<file path="config.mk">
export PLATFORM = sky130hd
export DESIGN_NAME = tcdm_bank_mem_flat
export DESIGN_NICKNAME = d
export VERILOG_FILES = /design/src/hw/tcdm_pkg.sv /design/src/hw/tcdm_intf.sv /design/src/hw/tcdm_bank_mem.sv /design/src/flat_wrapper.sv
export SDC_FILE = /design/constraint.sdc
export NUM_CORES = 2
export LEC_CHECK = 0
export BUFFER_PORTS_ARGS = -buffer_cell sky130_fd_sc_hd__buf_4
export CELL_PAD_IN_SITES_DETAIL_PLACEMENT = 1
export CELL_PAD_IN_SITES_GLOBAL_PLACEMENT = 2
export CORE_ASPECT_RATIO = 1.75
export CORE_UTILIZATION = 48
export DETAILED_ROUTE_END_ITERATION = 10
export GPL_TIMING_DRIVEN = 0
export PLACE_DENSITY = 0.84
export SETUP_SLACK_MARGIN = 0.05
export SKIP_LAST_GASP = 1
export SLEW_MARGIN = 20
export SYNTH_ARGS = -nofsm -noshare
export SYNTH_HDL_FRONTEND = slang
export SYNTH_SLANG_ARGS = --single-unit
</file>
<file path="constraint.sdc">
create_clock -name clk_i -period 2.25 [get_ports clk_i]
set_input_delay 0.225 -clock clk_i [delete_from_list [all_inputs] [get_ports clk_i]]
set_output_delay 0.225 -clock clk_i [all_outputs]
set_load 0.02 [all_outputs]
</file>
<file path="src/hw/tcdm_pkg.sv">
// shared constants and types of the banked memory path, imported by every block of the design
package tcdm_pkg;

  // streamer channels and memory banks
  localparam int unsigned NB_CHAN    = 4;
  localparam int unsigned NB_BANK    = 4;
  localparam int unsigned BANK_WORDS = 64;

  // bus widths
  localparam int unsigned ADDR_W = 32;
  localparam int unsigned DATA_W = 32;
  localparam int unsigned BE_W   = DATA_W / 8;

  // address fields: byte offset, bank select, row inside the bank
  localparam int unsigned OFFS_W     = $clog2(BE_W);
  localparam int unsigned BANK_SEL_W = $clog2(NB_BANK);
  localparam int unsigned ROW_W      = $clog2(BANK_WORDS);

  // byte address
  typedef logic [ADDR_W-1:0] tcdm_addr_t;

  // one data word and its byte enables
  typedef logic [DATA_W-1:0] tcdm_data_t;
  typedef logic [BE_W-1:0]   tcdm_be_t;

  // bank index, also used as the channel rotation offset
  typedef logic [BANK_SEL_W-1:0] bank_sel_t;

  // word row inside one bank
  typedef logic [ROW_W-1:0] row_t;

endpackage

</file>
<file path="src/hw/tcdm_intf.sv">
// one request/response memory port, used between the decode, reorder, bank and collector blocks
interface tcdm_intf;
  import tcdm_pkg::*;

  // request side
  logic       req;
  tcdm_addr_t add;
  // high means read
  logic       wen;
  tcdm_be_t   be;
  tcdm_data_t data;
  logic       gnt;

  // response side
  tcdm_data_t r_data;
  logic       r_valid;

  modport master (
    output req,
    output add,
    output wen,
    output be,
    output data,
    input  gnt,
    input  r_data,
    input  r_valid
  );

  modport slave (
    input  req,
    input  add,
    input  wen,
    input  be,
    input  data,
    output gnt,
    output r_data,
    output r_valid
  );

  // passive view for blocks that only watch the port
  modport monitor (
    input req,
    input add,
    input wen,
    input be,
    input data,
    input gnt,
    input r_data,
    input r_valid
  );

endinterface

</file>
<file path="src/hw/tcdm_bank_mem.sv">
// single-port memory bank with byte-enabled writes and a one-cycle response, one per bank port
module tcdm_bank_mem (
  input  logic    clk_i,
  input  logic    rst_ni,
  tcdm_intf.slave port_i
);
  import tcdm_pkg::*;

  // storage
  tcdm_data_t mem_q [BANK_WORDS];

  row_t       row;
  logic       r_valid_q;
  tcdm_data_t r_data_q;

  // bank bits are already resolved by the reorder, keep only the row
  assign row = port_i.add[OFFS_W + BANK_SEL_W +: ROW_W];

  // no contention on a bank
  assign port_i.gnt = 1'b1;

  always_ff @(posedge clk_i) begin
    if (port_i.req) begin
      if (port_i.wen) begin
        r_data_q <= mem_q[row];
      end else begin
        for (int b = 0; b < BE_W; b++) begin
          if (port_i.be[b]) begin
            mem_q[row][8*b +: 8] <= port_i.data[8*b +: 8];
          end
        end
      end
    end
  end

  // writes are answered too
  always_ff @(posedge clk_i or negedge rst_ni) begin
    if (!rst_ni) begin
      r_valid_q <= 1'b0;
    end else begin
      r_valid_q <= port_i.req;
    end
  end

  assign port_i.r_data  = r_data_q;
  assign port_i.r_valid = r_valid_q;

endmodule

</file>
<file path="src/flat_wrapper.sv">
// flat-port wrapper written by rule: the top's interface ports become plain ports
module tcdm_bank_mem_flat import tcdm_pkg::*;
  (clk_i, rst_ni, port_i_req, port_i_add, port_i_wen, port_i_be, port_i_data, port_i_gnt, port_i_r_data, port_i_r_valid);
  tcdm_intf port_i_i ();
  input  logic clk_i;
  input  logic rst_ni;
  input wire logic [$bits(port_i_i.req)-1:0] port_i_req;
  input wire logic [$bits(port_i_i.add)-1:0] port_i_add;
  input wire logic [$bits(port_i_i.wen)-1:0] port_i_wen;
  input wire logic [$bits(port_i_i.be)-1:0] port_i_be;
  input wire logic [$bits(port_i_i.data)-1:0] port_i_data;
  output wire logic [$bits(port_i_i.gnt)-1:0] port_i_gnt;
  output wire logic [$bits(port_i_i.r_data)-1:0] port_i_r_data;
  output wire logic [$bits(port_i_i.r_valid)-1:0] port_i_r_valid;
  assign port_i_i.req = port_i_req;
  assign port_i_i.add = port_i_add;
  assign port_i_i.wen = port_i_wen;
  assign port_i_i.be = port_i_be;
  assign port_i_i.data = port_i_data;
  assign port_i_gnt = port_i_i.gnt;
  assign port_i_r_data = port_i_i.r_data;
  assign port_i_r_valid = port_i_i.r_valid;
  tcdm_bank_mem u_core (.clk_i(clk_i), .rst_ni(rst_ni), .port_i(port_i_i));
endmodule
</file>
==> out/metrics.yaml <==
outcome:
  status: "finished, violations left"
  violations: "setup timing"
placed_design:
  port_buffers: 76
  dp_cells: 7077
  post-place-ws_ns: -3.16
  routabilityCongestion: 1.07
  dp_hpwl_mm: 280
die:
  start_util_pct: 48.4
  fp.coreArea_mm2: 0.165
  die_width_um: 311
  placementRows: 197
  pin_count: 106
  die-area_mm2: 0.168
  die_y_um: 542
cts:
  clockRootBuffer: "clkbuf_16"
  path_clk_slew_ns: 0.07
  cts_tree: "done"
  cts_buffers: 191
  h-tree-depth: 4
  clk_path_buf_depth: 4
  clk_latency_ns: 0.88
  cts.sinks: 2081
synthesis:
  ys_seq_area_share_pct: 78.1
  synth_nets: 4845
  syn_area_per_cell_um2: 16.8
  synth_seq_cells: 2081
  async_flop_share_pct: 0.0481
  synth_cells: 4773
  yosysWarnings: 0
  netlist_area_mm2: 0.0800
  ys_types: 53
  ys.flop_type: "edfxtp_1"
  synth_edf_count: 2080
detailed_routing:
  ant_nets: 0
  vias: 55800
  first_pass_iters: 7
  drt-total-wl_mm: 401
  vias_per_cell: 7.31
  drc_errors: 0
  first_iter_violations: 9956
  post_drt_wl_per_cell_um: 52.6
power_and_ir_drop:
  seqPwrFrac_pct: 50.8
  p_leak_nw: 31.2
  p_sw_share_pct: 24.7
  max-vdd-ir-drop_uv: 710
  combPwrFrac_pct: 8.9
  power.switching_w: 0.0208
  power.clock.fraction_pct: 40.3
  powerDensity_mw_per_mm2: 864
  p_int_w: 0.0634
timing:
  hold_violations: 0
  fmax_ghz: 0.314
  worstMarginPinSlew_ns: 1.31
  period_minus_slack_ns: 3.19
  finalCritPeriodShare_pct: 142
  fin_ws_ns: -0.940
  slew_viol_final: 0
  finalSetupViolCount: 201
  skew_ns: 0.0332
  relSlewSlack_pct: 12.6
  rsz0062_at_grt: "yes"
global_routing:
  grt_max_degree: 65
  antenna_found_initial: 48
  first_global_vias: 54900
  grt_usage_pct: 47.3
  grt_overflow: 0
  grt_pass1_wl_mm: 516
cells_and_area:
  final_cell_mix: "edfxtp_1, a221oi_1, a22oi_1"
  drive_gt1_share_pct: 27.6
  instances_no_fill: 7632
  syn2layout_area_growth_pct: 21.8
  final_common_cell: "edfxtp_1"
  final_util_pct: 59.0
  fin_nets: 5322
worst_setup_path:
  cp_slowest_stage_delay_ns: 1.00
  startpoint_type: "register"
  crit_path_max_fanout: 1
  reg2reg_slack_ns: -0.94
  cp_top_family: "compound AO/OA/AOI/OAI gates"
  path_class: "register to register"
  crit_path_cell_trace: "a221oi_2 -> nor2_1 -> a222oi_1 -> o221ai_4 -> or3_4"
  critical_path_arrival_ns: 3.78
  cpMaxStageDelayCell: "a222oi_1"
  cp.required_ns: 2.84
  endpoint_kind: "register"
  path_buf_inv: 0
worst_hold_path:
  min_path_type: "input port to register"
run:
  cap_violations: 0
## cells in the mapped netlist (5+ instances only)
cell / n / area (µm²)
a222oi_1: 39 / 390
o21ai_1: 10 / 50.1
mux4_2: 6 / 135
and2_1: 5 / 31.3
a22o_1: 48 / 420
mux2i_1: 212 / 2120
buf_6: 15 / 169
o21ai_0: 151 / 756
or2_2: 14 / 87.6
nand3_1: 21 / 105
o221ai_1: 70 / 613
clkbuf_1: 223 / 837
nor2_1: 422 / 1580
buf_4: 16 / 120
a21oi_1: 128 / 641
nor2b_1: 9 / 56.3
or4b_1: 12 / 120
nand4_1: 16 / 100
o2bb2ai_1: 13 / 114
a211oi_1: 42 / 315
a221oi_1: 340 / 2980
a22oi_1: 260 / 1950
nor3_1: 70 / 350
o22ai_1: 103 / 644
or3_1: 14 / 87.6
buf_1: 24 / 90.1
nand2_1: 129 / 484
mux2_2: 75 / 845
buf_2: 112 / 561
a31oi_1: 13 / 81.3
o211ai_1: 16 / 120
a221o_1: 30 / 300
nand2b_1: 7 / 43.8
edfxtp_1: 2080 / 62500
## layout make-up
| cell class | instances | area [µm²] |
|---|---|---|
| fillers | 14500 | 67700 |
| flip-flops and latches | 2081 | 62500 |
| multi-input cells | 2300 | 19300 |
| clock buffers | 226 | 4970 |
| repair buffers | 288 | 3430 |
| plain buffers | 386 | 3160 |
| well taps | 2189 | 2740 |
| clock inverters | 113 | 1270 |
| diodes | 47 | 118 |
| inverters | 2 | 10.0 |
## power by group through the flow
| stage | Combinational (W) | Sequential [W] | Clock [W] |
|---|---|---|---|
| finish | 0.00749 | 0.0428 | 0.0339 |
| global route | 0.00728 | 0.0428 | 0.0347 |
| detailed placement | 0.00625 | 0.0437 | 0 |
| global placement | 0.00602 | 0.0437 | 0 |
| floorplan | 0.00222 | 0.0437 | 0 |
| CTS | 0.00682 | 0.0428 | 0.0337 |
## per-stage QoR
step	total power, W	hold WS, ns	setup TNS (ns)	area (µm²)
global route	0.0848	0.0203	-13.54	97400
finish	0.0842	0.0216	-21.84	97500
floorplan	0.0459	-0.0706	-20.76	80800
CTS	0.0833	0.000323	-15.77	96100
global placement	0.0497	0.00167	-5727.05	84100
detailed placement	0.0499	0.00304	-4354.13	85100
## path summary, 6_finish.rpt
path                                 startpoint  depth (start not counted)                       end
max                         u_core.mem_q[35][7]                          5   u_core.port_i.r_data[7]
min                             port_i_data[11]                          1       u_core.mem_q[2][11]
max reg2reg                 u_core.mem_q[35][7]                          5   u_core.port_i.r_data[7]
min reg2reg                u_core.mem_q[56][30]                          3  u_core.port_i.r_data[30]
max in group asynchronous                rst_ni                          3     u_core.port_i.r_valid
min in group asynchronous                rst_ni                          3     u_core.port_i.r_valid
## registers in the layout, summed over array words and instances (netlist names)
signal and cells:
u_core.mem_q 2048, u_core.port_i.r_data 32, u_core.port_i.r_valid 1
## cells by family (layout without fill, tap and decap cells)
logic type | count (synthesis) | in the layout | share of synthesized area (%)
simple gates | 732 | 732 | 3.94
other cells | 1 | 48 | 0.00469
buf+inv | 392 | 1015 | 2.23
compound gates | 1274 | 1274 | 11.8
flops | 2081 | 2081 | 78.1
mux | 293 | 293 | 3.88
## metal layers
metal / wire length, µm / vias up / track usage, %
met1: 124000 / 28700 / 51.3
met5: 120 / - / 0.201
met4: 49900 / 14 / 49.2
met3: 43600 / 1611 / 12.5
li1: - / 20600 / -
met2: 183000 / 4771 / 73.2
## timing repair
item / CTS / global route
hold buffers: 16 / 0
resized for setup: 798 / 301
pin swaps: 146 / 75
setup buffers: 133 / 18
endpoints found under the setup margin: 2080 / 1185
endpoints found under the hold margin: 207 / 0
Note: power is estimated with default switching activity, not from simulation.
